$ cat src/hw/grfPkg.sv
// --------------------
// grfPkg: shared types and bus offsets for the
// register file and its write-back bus slave
// --------------------
package grfPkg;

    // register index, r0 is hardwired to zero
    typedef logic [4:0] regAddrT;

    // instruction ids as carried through write-back
    // NOP is 0, the rest ascend in listed order
    typedef enum logic [5:0] {
        NOP  = 6'd0,
        ADDU,
        SUBU,
        ORI,
        LUI,
        AND,
        SLL,
        LW,
        SW,
        BEQ,
        J,
        JAL,
        JR,
        JALR
    } instrIdT;

    // functional classes
    typedef enum logic [2:0] {
        FUNC_NOP,
        FUNC_ARITH,
        FUNC_LOGICAL,
        FUNC_SHIFT,
        FUNC_MEMLOAD,
        FUNC_MEMSTORE,
        FUNC_BRANCH,
        FUNC_JUMP
    } funcTypeT;

    // one write-back record, staged over the bus
    // pc stays 32 bits whatever the data width
    typedef struct packed {
        logic [31:0] pc;
        instrIdT     instr;
        regAddrT     wAddr;
        logic [31:0] wData;
    } wbRecT;

    // word offsets on the slave
    localparam logic [1:0] ADR_PC     = 2'd0;
    // bits 5:0 id, bits 12:8 destination
    localparam logic [1:0] ADR_DEST   = 2'd1;
    // write here commits the record
    localparam logic [1:0] ADR_DATA   = 2'd2;
    // bit 0 busy clearing, bits 15:8 commit count
    localparam logic [1:0] ADR_STATUS = 2'd3;

endpackage

$ cat src/hw/clearCounter.sv
// --------------------
// clearCounter: walks r1..r31 once after reset,
// one per cycle, and flags when it is done
// --------------------
module clearCounter import grfPkg::*; (
    input  logic    clk,
    input  logic    rst,
    output logic    clearing,
    output regAddrT clrAddr
);

    // last entry to zero
    localparam regAddrT LAST_ADDR = 5'd31;

    always_ff @(posedge clk) begin
        if (rst) begin
            // r0 is skipped, start at r1
            clrAddr  <= 5'd1;
            clearing <= 1'b1;
        end else if (clearing) begin
            if (clrAddr == LAST_ADDR) begin
                // r31 written on this edge
                clearing <= 1'b0;
            end else begin
                clrAddr <= clrAddr + 5'd1;
            end
        end
    end

endmodule

$ cat src/hw/grf.sv
// --------------------
// grf: 32-entry general register file, two async
// read ports, one sync write port shared with clear
// --------------------
module grf import grfPkg::*; #(
    parameter int dataWidth = 32
) (
    input  logic                 clk,
    input  logic                 rst,
    input  regAddrT              rAddr1,
    input  regAddrT              rAddr2,
    output logic [dataWidth-1:0] rData1,
    output logic [dataWidth-1:0] rData2,
    input  wbRecT                rec,
    input  logic                 commit,
    input  logic                 writeEn,
    input  logic                 clearing,
    input  regAddrT              clrAddr
);

    // storage, entry 0 is never read back
    logic [dataWidth-1:0] regs [32];

    logic commitWr;

    // commit write needs the id gate and a real target
    assign commitWr = !rst && commit && writeEn && (rec.wAddr != '0);

    // clear sequence has priority over commits
    always_ff @(posedge clk) begin
        if (clearing) begin
            regs[clrAddr] <= '0;
        end else if (commitWr) begin
            regs[rec.wAddr] <= rec.wData[dataWidth-1:0];
        end
    end

    // r0 forced to zero on the read side
    assign rData1 = (rAddr1 == '0) ? '0 : regs[rAddr1];
    assign rData2 = (rAddr2 == '0) ? '0 : regs[rAddr2];

endmodule

$ cat src/hw/grfTop.sv
// --------------------
// grfTop: write-back end, bus slave plus register
// file with its clear sequencer and write gating
// --------------------
module grfTop import grfPkg::*; #(
    parameter int dataWidth = 32
) (
    input  logic                 clk,
    input  logic                 rst,
    // Wishbone slave
    input  logic                 cyc,
    input  logic                 stb,
    input  logic                 we,
    input  logic [1:0]           adr,
    input  logic [31:0]          datIn,
    output logic [31:0]          datOut,
    output logic                 ack,
    // decode-stage read ports
    input  regAddrT              rAddr1,
    input  regAddrT              rAddr2,
    output logic [dataWidth-1:0] rData1,
    output logic [dataWidth-1:0] rData2
);

    wbRecT    rec;
    logic     commit;
    logic     writeEn;
    logic     clearing;
    regAddrT  clrAddr;

    wbCtrlFsm #(
        .dataWidth(dataWidth)
    ) wbCtrlFsm_inst (
        .clk     (clk),
        .rst     (rst),
        .cyc     (cyc),
        .stb     (stb),
        .we      (we),
        .adr     (adr),
        .datIn   (datIn),
        .datOut  (datOut),
        .ack     (ack),
        .clearing(clearing),
        .writeEn (writeEn),
        .rec     (rec),
        .commit  (commit)
    );

    // class only feeds the write gate here
    instrCategorizer instrCategorizer_inst (
        .instr   (rec.instr),
        .funcType(),
        .writeEn (writeEn)
    );

    clearCounter clearCounter_inst (
        .clk     (clk),
        .rst     (rst),
        .clearing(clearing),
        .clrAddr (clrAddr)
    );

    grf #(
        .dataWidth(dataWidth)
    ) grf_inst (
        .clk     (clk),
        .rst     (rst),
        .rAddr1  (rAddr1),
        .rAddr2  (rAddr2),
        .rData1  (rData1),
        .rData2  (rData2),
        .rec     (rec),
        .commit  (commit),
        .writeEn (writeEn),
        .clearing(clearing),
        .clrAddr (clrAddr)
    );

endmodule

$ cat src/hw/instrCategorizer.sv
// --------------------
// instrCategorizer: sorts a write-back id into its
// functional class and decides the register write
// --------------------
module instrCategorizer import grfPkg::*; (
    input  instrIdT  instr,
    output funcTypeT funcType,
    output logic     writeEn
);

    always_comb begin
        case (instr)
            NOP:  funcType = FUNC_NOP;
            // arithmetic
            ADDU: funcType = FUNC_ARITH;
            SUBU: funcType = FUNC_ARITH;
            // logical, LUI counts here too
            ORI:  funcType = FUNC_LOGICAL;
            LUI:  funcType = FUNC_LOGICAL;
            AND:  funcType = FUNC_LOGICAL;
            SLL:  funcType = FUNC_SHIFT;
            // memory
            LW:   funcType = FUNC_MEMLOAD;
            SW:   funcType = FUNC_MEMSTORE;
            // control flow
            BEQ:  funcType = FUNC_BRANCH;
            J:    funcType = FUNC_JUMP;
            JAL:  funcType = FUNC_JUMP;
            JR:   funcType = FUNC_JUMP;
            JALR: funcType = FUNC_JUMP;
            // unknown ids behave as a bubble
            default: funcType = FUNC_NOP;
        endcase
    end

    // only result-producing classes write back
    // jumps write only when they link (ra / rd)
    assign writeEn = (funcType == FUNC_ARITH)
                  || (funcType == FUNC_LOGICAL)
                  || (funcType == FUNC_SHIFT)
                  || (funcType == FUNC_MEMLOAD)
                  || (instr == JAL)
                  || (instr == JALR);

endmodule

$ cat src/hw/wbCtrlFsm.sv
// --------------------
// wbCtrlFsm: Wishbone classic slave that stages the
// write-back record and strobes each commit
// --------------------
module wbCtrlFsm import grfPkg::*; #(
    parameter int dataWidth = 32
) (
    input  logic        clk,
    input  logic        rst,
    input  logic        cyc,
    input  logic        stb,
    input  logic        we,
    input  logic [1:0]  adr,
    input  logic [31:0] datIn,
    output logic [31:0] datOut,
    output logic        ack,
    input  logic        clearing,
    input  logic        writeEn,
    output wbRecT       rec,
    output logic        commit
);

    typedef enum logic [1:0] {
        WAIT_CLEAR,
        IDLE,
        ACK,
        HOLD
    } stateT;

    stateT       state;
    logic        req;
    logic [7:0]  commitCnt;
    // staged record fields
    logic [31:0] pcReg;
    instrIdT     instrReg;
    regAddrT     wAddrReg;

    // new request only once the clear is over
    assign req = (state == IDLE) && cyc && stb;

    // data write commits on the edge that raises ack
    assign commit = req && we && (adr == ADR_DATA);

    // data word passes straight through trimmed to the datapath
    assign rec.pc    = pcReg;
    assign rec.instr = instrReg;
    assign rec.wAddr = wAddrReg;
    assign rec.wData = 32'(datIn[dataWidth-1:0]);

    // single-cycle ack
    assign ack = (state == ACK);

    always_ff @(posedge clk) begin
        if (rst) begin
            state     <= WAIT_CLEAR;
            commitCnt <= '0;
        end else begin
            // counts gated writes and wraps at 255
            if (commit && writeEn) begin
                commitCnt <= commitCnt + 8'd1;
            end
            case (state)
                WAIT_CLEAR: if (!clearing) state <= IDLE;
                IDLE:       if (req) state <= ACK;
                // host still holding stb so wait for it to drop
                ACK:        state <= stb ? HOLD : IDLE;
                HOLD:       if (!stb) state <= IDLE;
                default:    state <= WAIT_CLEAR;
            endcase
        end
    end

    // staged payload and read data
    always_ff @(posedge clk) begin
        if (req && we) begin
            case (adr)
                ADR_PC: pcReg <= datIn;
                ADR_DEST: begin
                    instrReg <= instrIdT'(datIn[5:0]);
                    wAddrReg <= datIn[12:8];
                end
                default: ;
            endcase
        end else if (req) begin
            // read data lands with ack
            case (adr)
                ADR_PC:     datOut <= pcReg;
                ADR_DEST:   datOut <= {19'd0, wAddrReg, 2'd0, instrReg};
                ADR_STATUS: datOut <= {16'd0, commitCnt, 7'd0, clearing};
                default:    datOut <= '0;
            endcase
        end
    end

endmodule

$ cat config.mk
export PLATFORM = sky130hd
export DESIGN_NAME = grfTop
export DESIGN_NICKNAME = d
export VERILOG_FILES = /design/src/hw/grfPkg.sv /design/src/hw/clearCounter.sv /design/src/hw/grf.sv /design/src/hw/grfTop.sv /design/src/hw/instrCategorizer.sv /design/src/hw/wbCtrlFsm.sv
export SDC_FILE = /design/constraint.sdc
export NUM_CORES = 1
export LEC_CHECK = 0
export ABC_CLOCK_PERIOD_IN_PS = 6100
export BUFFER_PORTS_ARGS = -buffer_cell sky130_fd_sc_hd__clkbuf_2
export CAP_MARGIN = 20
export CORE_MARGIN = 1.5
export CORE_UTILIZATION = 50
export CTS_BUF_LIST = sky130_fd_sc_hd__clkbuf_4 sky130_fd_sc_hd__clkbuf_8
export DETAILED_ROUTE_END_ITERATION = 8
export PLACE_DENSITY = 0.66
export REMOVE_ABC_BUFFERS = 1
export SYNTH_ARGS = -nofsm -noshare
export SYNTH_HDL_FRONTEND = slang
export SYNTH_SLANG_ARGS = --single-unit
export TNS_END_PERCENT = 50
$ cat constraint.sdc
create_clock -name clk -period 6.1 [get_ports clk]
set_input_delay 0.305 -clock clk [delete_from_list [all_inputs] [get_ports clk]]
set_output_delay 0.305 -clock clk [all_outputs]
set_load 0.1 [all_outputs]
-- After elaboration in Yosys (flattened, before gate mapping)
Memories as Yosys holds them, arrays and structs flattened. A register that Yosys moved wholly into a read port is not among the register bits.
Index checks and enable logic that the tools add are counted.
- memory bits (read-only): 48
- input port bits: 49
- memories: 2
- output and inout port bits: 97
- register bits after elaboration: 91
- bits in writable memories: 1024
- word-level logic and storage cells: 76
- reductions and logical operators: 26
- bitwise logic cells: 2
- add/sub/neg operators: 2
- equal/unequal tests: 16
- multiplexer cells: 20
- memory list (memory ; words ; width ; rd ports ; clocked after memory_dff ; wr ports ; RTL line ; source):
    grf_inst.regs ; 32 ; 32 ; 2 ; 0 ; 1 ; grf.sv:22 ; logic [dataWidth-1:0] regs [32];
    (no name shown) ; 16 ; 3 ; 1 ; 1 ; 0 ; instrCategorizer.sv:12 ; case (instr)
- operator list (cell ; count):
    $mux 32 ; 3
    $pmux 32 s3 ; 1
    $reduce_or 32->1 ; 1
    $eq 6x4->1 const B ; 2
    $logic_not 5->1 ; 2
    $add 8x1->8 const B ; 1
    $eq 2x2->1 const B ; 4
    $logic_and 1x1->1 ; 8
    $mux 1 ; 8
    $mux 2 ; 4
    $pmux 2 s4 ; 1
    $reduce_and 2->1 ; 4
    $eq 3x2->1 const B ; 2
    $logic_not 2->1 ; 3
    $add 5x1->5 const B ; 1
    $eq 5x5->1 const B ; 1
    $logic_or 1x1->1 ; 5
    $mux 5 ; 1
    $reduce_bool 5->1 ; 1
    $eq 2x1->1 const B ; 2
    $mux 4 ; 1
    $ne 2x2->1 const B ; 2
    $eq 3x1->1 const B ; 1
    $eq 3x3->1 const B ; 1
    5 further kinds ; 6

-- Longest topological paths before layout
Gate-level depths: netlist of the first run.
- word-level depth: 15
- mapped depth: 10
- gate-level depth less buffers: 10

-- By module
Synthesis of the first run repeated with hierarchy kept, for this count alone.
- cell total of the unflattened synthesis: 2634
- area total of the unflattened synthesis: 51409.3 um^2
- by module, submodules not included (module ; times used ; area each (um^2) ; cells each ; seq. area each (um^2)):
    grf ; 1 ; 47466.8 ; 2353 ; 30749.5
    wbCtrlFsm ; 1 ; 3442.1 ; 231 ; 2452.4
    clearCounter ; 1 ; 292.8 ; 25 ; 120.1
    instrCategorizer ; 1 ; 207.7 ; 25 ; 0.0

-- Worst setup path before layout of the first run
No wires, ideal clock.
- path type: register to register
- from: reg clearCounter_inst.clearing
- to: mem grf_inst.regs[0][0], enable pin
- required time: 5587 ps
- data arrival time: 4569 ps
- library setup time: 513 ps
- stages on the path, launching flop included: 4
- clock period less this slack: 5082 ps
- path buffers: 1
- setup slack: 1018 ps
- cell sequence: dfxtp_1 > clkbuf_1 > nor3b_1 > nor4b_1
- longest elaborated chain between the ends: 4
- elaborated cells between the ends (all ways): 7
- those cells by class: mux: 6; reduce/logical: 1
- RTL lines (what ; RTL line ; source):
    from (decl) ; clearCounter.sv:8 ; output logic clearing,
    from (signal assigned) ; clearCounter.sv:19 ; clearing <= 1'b1;
    from (signal assigned) ; clearCounter.sv:23 ; clearing <= 1'b0;
    $mux 1 ; grf.sv:31 ; if (clearing) begin
    $mux 1 (not written as such) ; grf.sv:34 ; regs[rec.wAddr] <= rec.wData[dataWidth-1:0];
    $reduce_or 32->1 (no source line) ; - ;
    $mux 5 (no source line) / $mux 1 (equally long branches) ; - ;
    to (decl) ; grf.sv:22 ;
Several ways; a longest one is shown, not always the timed one.

-- Worst setup path in the final report of the first run
- from: reg wbCtrlFsm_inst.state[1]
- to: mem grf_inst.regs[2][23], enable pin
- longest elaborated chain between the ends: 13
- elaborated cells between the ends (all ways): 14
- those cells by class: eq/ne: 1; mux: 5; reduce/logical: 8
- RTL lines (what ; RTL line ; source):
    from (decl) ; wbCtrlFsm.sv:30 ; stateT state;
    from (signal assigned) ; wbCtrlFsm.sv:66 ; ACK: state <= stb ? HOLD : IDLE;
    $eq 2x1->1 (*) ; wbCtrlFsm.sv:39 ; assign req = (state == IDLE) && cyc && stb;
    $logic_and 1x1->1 (*) (2 in a row) ; wbCtrlFsm.sv:39 ;
    $logic_and 1x1->1 (*) (2 in a row) ; wbCtrlFsm.sv:42 ; assign commit = req && we && (adr == ADR_DATA);
    $logic_and 1x1->1 (*) (3 in a row) ; grf.sv:27 ; assign commitWr = !rst && commit && writeEn && (rec.wAddr != '0);
    $mux 1 (*) ; grf.sv:33 ; end else if (commitWr) begin
    $mux 1 (*) ; grf.sv:31 ;
    $mux 1 (not written as such) (*) ; grf.sv:34 ;
    $reduce_or 32->1 (no source line) ; - ;
    $mux 5 (no source line) / $mux 1 (equally long branches) ; - ;
Mark *: on every way between the ends. The rest lies on a longest branch, timed or not.

==> results.sh, run 1 <==
export IMPL_run_status="completed"
export IMPL_gr_usage_met2=0.455
export IMPL_critical_path_cell_chain="inv_1, ha_1, nand4_4, dlygate4sd3_1, nor4_4, nand2_4, or4_2, o32ai_4, buf_12"
export IMPL_final_layout_size_suffix_gt1_frac=0.373
export IMPL_grt_pass1_vias=31000
export IMPL_die_outline_width_um=324
export IMPL_cp_start_kind="flop"
export IMPL_power_switching_fraction=0.251
export IMPL_routed_via_count=29100
export IMPL_mostFrequentLayoutCells="sky130_fd_sc_hd__edfxtp_1, sky130_fd_sc_hd__mux4_2, sky130_fd_sc_hd__mux2i_1"
export IMPL_clock_sinks=1118
export IMPL_io_pins=146
export IMPL_design_core_area_mm2=0.102
export IMPL_cts_root_buf="sky130_fd_sc_hd__clkbuf_8"
export IMPL_net_switching_mw=4.12
export IMPL_final_max_slew_viol_count=0
export IMPL_synthDistinctLibCells=46
export IMPL_postRouteWirelength_um=144000
export IMPL_combinational_fraction_of_design_power=0.097
export IMPL_clock_power_share=0.383
export IMPL_layout_commonest_cell="sky130_fd_sc_hd__edfxtp_1"
export IMPL_setup_tns_ps=0
export IMPL_power_leakage_nw=17.4
export IMPL_crit_path_top_delay_cell="sky130_fd_sc_hd__or4_2"
export IMPL_unrepaired_setup_endpoints_after_global_routing="no"
export IMPL_p_int_mw=12.3
export IMPL_crit_required_ps=6620
export IMPL_fin_crit_ps=4910
export IMPL_worstSetupPathType="reg2reg"
export IMPL_max_cap_viol_count=0
export IMPL_grt_first_pass_wirelength_um=209000
export IMPL_final_setup_skew_ps=26.9
export IMPL_grt_max_degree=88
export IMPL_htree_levels=4
export IMPL_synth_edff_count=1099
export IMPL_area_delta_synth_final_pct=14.2
export IMPL_antenna_violations_before_repair=2
export IMPL_start_util=0.505
export IMPL_postSynth_topFlopCell="sky130_fd_sc_hd__edfxtp_1"
export IMPL_drt_pre_antenna_iters=5
export IMPL_clkSlewWorstSetupHoldPaths_ps=60
export IMPL_grt_usage=0.280
export IMPL_timing_rr_start="wbCtrlFsm_inst.state[1]$_SDFFE_PP0P_"
export IMPL_ys_seq_area_frac=0.648
export IMPL_cts_buffers=181
export IMPL_post_cts_setup_buffer_count=0
export IMPL_hold_path_class="in2reg"
export IMPL_syn_inst=2607
export IMPL_maxClockFrequency_mhz=204
export IMPL_final_cell_area_mm2=0.0588
export IMPL_drt_vias_per_instance=6.63
export IMPL_post_dp_cell_area_mm2=0.0545
export IMPL_startpoint="wbCtrlFsm_inst.state[1]$_SDFFE_PP0P_"
export IMPL_met3_usage=0.0741
export IMPL_die_height_um=324
export IMPL_drt_iter0_drc=3306
export IMPL_postCtsResizedCells=0
export IMPL_global_route_overflow_total=0
export IMPL_place_congestion=0.818
export IMPL_cp_arrival_ps=5430
export IMPL_syn_cell_area_mm2=0.0515
export IMPL_rows=117
export IMPL_globalRoute_busiestLayer="met2"
export IMPL_finish_net_count=2938
export IMPL_final_number_of_hold_violating_endpoints=0
export IMPL_clock_latency_on_the_worst_skew_pair_ps=830
export IMPL_port_buffers=145
export IMPL_final_period_utilization=0.804
export IMPL_antenna_violating_nets_post_route=0
export IMPL_post_route_drc_count=0
export IMPL_finalHoldWorstSlack_ps=181
export IMPL_hold_start="datIn[20]"
export IMPL_yosysWarnings=0
export IMPL_crit_path_largest_cell_delay_ps=1160
export IMPL_place_detailed_hpwl_um=84200
export IMPL_postSynthRegisterBits=1118
export IMPL_clock_tree_buffer_depth=3
export IMPL_power_per_cell_area_mw_per_mm2=280
export IMPL_setup_viol=0
export IMPL_cts_tree="built"
export IMPL_syn_mean_instance_area_um2=19.8
export IMPL_ys_async_sr_fraction=0
export IMPL_seq_power_share=0.520
export IMPL_vdd_ir_drop_worst_mv=0.156
export IMPL_grtUsageMet1=0.367
export IMPL_wire_per_inst_um=32.7
export IMPL_worst_slew_pin_slew_ps=1130
export IMPL_timing_slew_headroom=0.247
export IMPL_die_area_mm2=0.105
export IMPL_critical_path_peak_fanout=23
export IMPL_end_kind="flop"
-- sequential cells by signal, summed over array words and instances, names as in the netlist, named ones only --
| register | count |
|---|---|
| clearCounter_inst.clearing | 1 |
| wbCtrlFsm_inst.state | 2 |
| wbCtrlFsm_inst.instrReg | 6 |
| wbCtrlFsm_inst.commitCnt | 8 |
| grf_inst.regs | 1024 |
| wbCtrlFsm_inst.pcReg | 32 |
| clearCounter_inst.clrAddr | 5 |
| wbCtrlFsm_inst.wAddrReg | 5 |
| wbCtrlFsm_inst.datOut | 32 |
-- synth_stat cells, types with 2 or more instances --
cell type	number	share of area
sky130_fd_sc_hd__nand4_1	5	0.00061
sky130_fd_sc_hd__buf_8	2	0.00058
sky130_fd_sc_hd__o21ai_0	33	0.0032
sky130_fd_sc_hd__buf_2	81	0.0079
sky130_fd_sc_hd__xor2_1	7	0.0012
sky130_fd_sc_hd__nor3_1	2	0.00019
sky130_fd_sc_hd__nand3_1	7	0.00068
sky130_fd_sc_hd__or3_1	7	0.00085
sky130_fd_sc_hd__or2_2	4	0.00049
sky130_fd_sc_hd__nand2_1	48	0.0035
sky130_fd_sc_hd__a221oi_1	107	0.018
sky130_fd_sc_hd__and3b_1	3	0.00051
sky130_fd_sc_hd__mux2i_1	190	0.037
sky130_fd_sc_hd__clkbuf_1	110	0.0080
sky130_fd_sc_hd__nor4b_1	2	0.00034
sky130_fd_sc_hd__nor4_1	2	0.00024
sky130_fd_sc_hd__mux4_2	512	0.22
sky130_fd_sc_hd__ha_1	12	0.0029
sky130_fd_sc_hd__mux2_2	22	0.0048
sky130_fd_sc_hd__dfxtp_1	19	0.0074
sky130_fd_sc_hd__o31ai_1	24	0.0035
sky130_fd_sc_hd__and3_1	4	0.00049
sky130_fd_sc_hd__inv_1	10	0.00073
sky130_fd_sc_hd__o32ai_1	3	0.00051
sky130_fd_sc_hd__nor3b_1	5	0.00073
sky130_fd_sc_hd__and2_1	54	0.0066
sky130_fd_sc_hd__nand2b_1	3	0.00036
sky130_fd_sc_hd__a21oi_1	54	0.0052
sky130_fd_sc_hd__buf_1	20	0.0015
sky130_fd_sc_hd__edfxtp_1	1099	0.64
sky130_fd_sc_hd__a22o_1	7	0.0012
sky130_fd_sc_hd__a21o_1	43	0.0063
sky130_fd_sc_hd__nor2_1	87	0.0063
sky130_fd_sc_hd__nor2b_1	7	0.00085
-- kinds of logic after synthesis --
logic type	Yosys count	share of synthesized area
AOI/OAI and AO/OA	274	0.0386
xor gates and xnor gates	8	0.00136
adders and majority gates	12	0.00291
buffers and inverters	224	0.0189
DFF	1118	0.648
muxes	724	0.266
and+or+nand+nor	247	0.0246
-- critical path: cells and delay by family (launching register included) --
kind	cells	cell delay [ps]
adder cells (fa/ha/maj)	1	280
buffers and inverters	3	1030
AND/OR/NAND/NOR	4	1860
flip-flops	1	340
AO/OA/AOI/OAI	1	1050
-- per-layer routing --
metal / share of wire / vias to the layer above
met5: 0 / -
met4: 0.033 / 0
met3: 0.10 / 292
met2: 0.49 / 1613
met1: 0.37 / 15400
li1: - / 11800
-- metrics by stage --
| stage | setup WS [ps] | power, mW | cells | utilization |
|---|---|---|---|---|
| 5_1_grt | 1040 | 16.9 | 4388 | 0.576 |
| 3_3_place_gp | 1770 | 10.2 | 4000 | 0.534 |
| 6_report | 1190 | 16.4 | 4391 | 0.576 |
| 3_5_place_dp | 1630 | 10.3 | 4001 | 0.534 |
| 4_1_cts | 1040 | 16.5 | 4366 | 0.572 |
| 2_1_floorplan | 1000 | 9.62 | 2393 | - |
-- power by group through the flow --
stage / combinational, mW / sequential, mW / clock, mW
4_1_cts: 1.60 / 8.55 / 6.39
6_report: 1.60 / 8.55 / 6.29
2_1_floorplan: 0.921 / 8.70 / 0
5_1_grt: 1.67 / 8.56 / 6.69
3_3_place_gp: 1.56 / 8.69 / 0
3_5_place_dp: 1.57 / 8.71 / 0
-- final cells by class --
class,count,area [um2]
diodes,4,10.0
clock inverters,79,447
multi-input cells,1265,17700
well taps,1368,1710
clock buffers,246,3000
flip-flops and latches,1118,33400
fillers,7486,43200
repair buffers,301,2560
inverters,10,37.5
-- path summary, 6_finish.rpt --
kind                                              endpoint  slack (ps)  cells past startpoint
setup / recovery            grf_inst.regs[2][23]$_DFFE_PP_        1190                      9
hold / removal          wbCtrlFsm_inst.pcReg[20]$_DFFE_PP_         180                      2
setup reg to reg            grf_inst.regs[2][23]$_DFFE_PP_        1190                      9
hold reg to reg   wbCtrlFsm_inst.commitCnt[7]$_SDFFE_PP0P_         520                      2
-- what timing repair did --
item                                    in CTS  in global routing
hold buffers                                40                  0
hold endpoints to repair                    66                  0
endpoints found under the setup margin       0                  0
Note: power is estimated with default switching activity, not from simulation.
==> run 2: changes to the inputs <==
--- a/config.mk
+++ b/config.mk
@@ -5,14 +5,14 @@
 export SDC_FILE = /design/constraint.sdc
 export NUM_CORES = 1
 export LEC_CHECK = 0
-export ABC_CLOCK_PERIOD_IN_PS = 6100
+export ABC_CLOCK_PERIOD_IN_PS = 4170
 export BUFFER_PORTS_ARGS = -buffer_cell sky130_fd_sc_hd__clkbuf_2
 export CAP_MARGIN = 20
 export CORE_MARGIN = 1.5
 export CORE_UTILIZATION = 50
 export CTS_BUF_LIST = sky130_fd_sc_hd__clkbuf_4 sky130_fd_sc_hd__clkbuf_8
 export DETAILED_ROUTE_END_ITERATION = 8
-export PLACE_DENSITY = 0.66
+export PLACE_DENSITY = 0.69
 export REMOVE_ABC_BUFFERS = 1
 export SYNTH_ARGS = -nofsm -noshare
 export SYNTH_HDL_FRONTEND = slang
==> constraint.sdc (replaced) <==
create_clock -name clk -period 4.17 [get_ports clk]
set_input_delay 0.2085 -clock clk [delete_from_list [all_inputs] [get_ports clk]]
set_output_delay 0.2085 -clock clk [all_outputs]
set_load 0.1 [all_outputs]
==> run 2 against run 1 <==
  * Sequential share of layout area down 0.57 points
  * Sequential power up 46%
  * Worst setup slack worse by 960 ps
  * Cell area up 1.0%
  * Flip-flop and latch count unchanged
  * Total power up 48%
  * Maximum frequency up 25%
  * Routed wire length up 1.1%
  * Critical endpoint is now grf_inst.regs[1][6]$_DFFE_PP_
==> results.sh, run 2 (synthesis results as in run 1) <==
export IMPL_run_status="completed"
export IMPL_port_buffers=145
export IMPL_startpoint="wbCtrlFsm_inst.state[1]$_SDFFE_PP0P_"
export IMPL_clkSlewWorstSetupHoldPaths_ps=60
export IMPL_area_delta_synth_final_pct=15.4
export IMPL_worst_slew_pin_slew_ps=1140
export IMPL_postCtsResizedCells=0
export IMPL_cp_start_kind="flop"
export IMPL_unrepaired_setup_endpoints_after_global_routing="no"
export IMPL_critical_path_top_delay_family="buffers and inverters"
export IMPL_max_cap_viol_count=0
export IMPL_die_area_mm2=0.105
export IMPL_timing_critical_path_depth=10
export IMPL_cts_root_buf="sky130_fd_sc_hd__clkbuf_8"
export IMPL_wire_per_inst_um=32.5
export IMPL_placed_cells=4091
export IMPL_stdcell_count=4463
export IMPL_postRouteWirelength_um=145000
export IMPL_setup_viol=0
export IMPL_global_route_overflow_total=0
export IMPL_vdd_ir_drop_worst_mv=0.369
export IMPL_worstSetupPathType="reg2reg"
export IMPL_cts_buffers=182
export IMPL_timing_reg2reg_setup_slack_ps=240
export IMPL_layout_commonest_cell="sky130_fd_sc_hd__edfxtp_1"
export IMPL_grt_max_degree=59
export IMPL_timing_rr_start="wbCtrlFsm_inst.state[1]$_SDFFE_PP0P_"
export IMPL_post_dp_cell_area_mm2=0.0555
export IMPL_timing_slew_headroom=0.239
export IMPL_max_reg_flops=1024
export IMPL_grt_first_pass_wirelength_um=209000
export IMPL_design_core_area_mm2=0.102
export IMPL_drt_vias_per_instance=6.60
export IMPL_grt_pass1_vias=30800
export IMPL_rows=117
export IMPL_worst_r2r_path_depth=10
export IMPL_r2r_end="grf_inst.regs[1][6]$_DFFE_PP_"
export IMPL_cts_tree="built"
export IMPL_start_util=0.505
export IMPL_fin_total_pwr_mw=24.4
export IMPL_final_number_of_hold_violating_endpoints=0
export IMPL_grt_usage=0.282
export IMPL_die_outline_width_um=324
export IMPL_hold_path_class="in2reg"
export IMPL_htree_levels=4
export IMPL_timing_critical_path_buf_inv=4
export IMPL_clock_tree_buffer_depth=3
export IMPL_drt_pre_antenna_iters=6
export IMPL_critical_path_endpoint="grf_inst.regs[1][6]$_DFFE_PP_"
export IMPL_antenna_violations_before_repair=6
export IMPL_clock_sinks=1118
export IMPL_antenna_violating_nets_post_route=0
export IMPL_final_setup_skew_ps=42.8
export IMPL_finish_net_count=3009
export IMPL_final_core_utilization=0.582
export IMPL_drt_iter0_drc=3709
export IMPL_die_height_um=324
export IMPL_power_leakage_nw=17.8
export IMPL_place_detailed_hpwl_um=91000
export IMPL_fin_crit_ps=3930
export IMPL_end_kind="flop"
export IMPL_final_period_utilization=0.943
export IMPL_mostFrequentLayoutCells="sky130_fd_sc_hd__edfxtp_1, sky130_fd_sc_hd__mux4_2, sky130_fd_sc_hd__mux2i_1"
export IMPL_clock_latency_on_the_worst_skew_pair_ps=870
export IMPL_post_route_drc_count=0
export IMPL_cp_arrival_ps=4430
export IMPL_power_per_cell_area_mw_per_mm2=410
export IMPL_crit_path_largest_cell_delay_ps=650
export IMPL_place_congestion=0.889
export IMPL_maxClockFrequency_mhz=254
export IMPL_critical_path_cell_chain="inv_1, ha_1, nand4_4, dlygate4sd3_1, nor4_4, nand2_4, or4_2, buf_4, o32ai_4, buf_12"
export IMPL_final_max_slew_viol_count=0
export IMPL_registers_top_by_ff_count="grf_inst.regs"
export IMPL_io_pins=146
export IMPL_critical_path_peak_fanout=32
export IMPL_crit_path_top_delay_cell="sky130_fd_sc_hd__dlygate4sd3_1"
export IMPL_crit_required_ps=4670
export IMPL_final_layout_size_suffix_gt1_frac=0.388
export IMPL_top_regs="grf_inst.regs x1024, wbCtrlFsm_inst.datOut x32, wbCtrlFsm_inst.pcReg x32"
export IMPL_routed_via_count=29500
export IMPL_final_cell_area_mm2=0.0594
[run 2: cell types whose count changed in the layout (fill, tap and decap cells not counted), moves of 2 or more]
| cell | delta |
|---|---|
| sky130_fd_sc_hd__buf_12 | +22 |
| sky130_fd_sc_hd__buf_16 | -10 |
| sky130_fd_sc_hd__buf_4 | +76 |
| sky130_fd_sc_hd__buf_8 | -6 |
| sky130_fd_sc_hd__bufinv_16 | +3 |
| sky130_fd_sc_hd__clkbuf_16 | -4 |
| sky130_fd_sc_hd__clkbuf_2 | -8 |
| sky130_fd_sc_hd__clkbuf_4 | -6 |
| sky130_fd_sc_hd__clkinv_2 | +7 |
| sky130_fd_sc_hd__clkinvlp_4 | -2 |
| sky130_fd_sc_hd__diode_2 | -3 |
| sky130_fd_sc_hd__inv_6 | +2 |
[run 2: where the power goes]
group / switching [mW] / internal (mW) / total (mW) / leakage (nW)
registers: 0.0938 / 12.4 / 12.5 / 8.66
logic: 1.66 / 0.825 / 2.48 / 7.27
clock network: 4.38 / 4.99 / 9.37 / 1.87
[run 2: worst reg2reg max path, cell delays in order, from the launching register on]
cell                            delay (ps)
sky130_fd_sc_hd__dfxtp_1               340
sky130_fd_sc_hd__inv_1                 100
sky130_fd_sc_hd__ha_1                  290
sky130_fd_sc_hd__nand4_4               120
sky130_fd_sc_hd__dlygate4sd3_1         650
sky130_fd_sc_hd__nor4_4                280
sky130_fd_sc_hd__nand2_4               120
sky130_fd_sc_hd__or4_2                 620
sky130_fd_sc_hd__buf_4                 340
sky130_fd_sc_hd__o32ai_4               410
sky130_fd_sc_hd__buf_12                330
[run 2: cell type report]
cell class                 count  area [um2]
inverter                      10        37.5
sequential                  1118       33400
multi-input combinational   1265       17700
clock buffer                 239        2950
fill                        7432       42600
antenna                        1        2.50
clock inverter                91         607
timing repair buffer         371        3070
tap                         1368        1710
[run 2: metrics by stage]
step | hold WS, ps | setup TNS [ps] | setup slack (ps)
finish | 58.7 | 0 | 237
global route | 57.6 | 0 | 33.4
CTS | 2.27 | 0 | 38.3
detailed placement | 398 | 0 | 655
global placement | 396 | 0 | 678
floorplan | 278 | -716000 | -930
[run 2: worst min-delay path by stage]
stage | start | end | slack, ps | depth (start not counted)
3_5_place_dp | datIn[31] | wbCtrlFsm_inst.pcReg[31]$_DFFE_PP_ | 400 | 1
3_3_place_gp | datIn[31] | wbCtrlFsm_inst.pcReg[31]$_DFFE_PP_ | 400 | 1
5_1_grt | datIn[31] | wbCtrlFsm_inst.pcReg[31]$_DFFE_PP_ | 60 | 2
2_1_floorplan | rst | wbCtrlFsm_inst.commitCnt[1]$_SDFFE_PP0P_ | 280 | 1
4_1_cts | adr[0] | wbCtrlFsm_inst.datOut[1]$_DFFE_PP_ | 2 | 3
6_report | adr[0] | wbCtrlFsm_inst.datOut[1]$_DFFE_PP_ | 60 | 3
[run 2: timing repair]
action | 4_1_cts | 5_1_grt
setup buffers | 0 | 1
setup endpoints to repair | 0 | 768
hold buffers | 40 | 0
endpoints found under the hold margin | 641 | 0
[run 2: layer usage]
layer	global-route usage	wire length, um
met1	0.384	54800
met2	0.426	67700
met3	0.0997	18500
met4	0.0884	3810
met5	0.0176	274
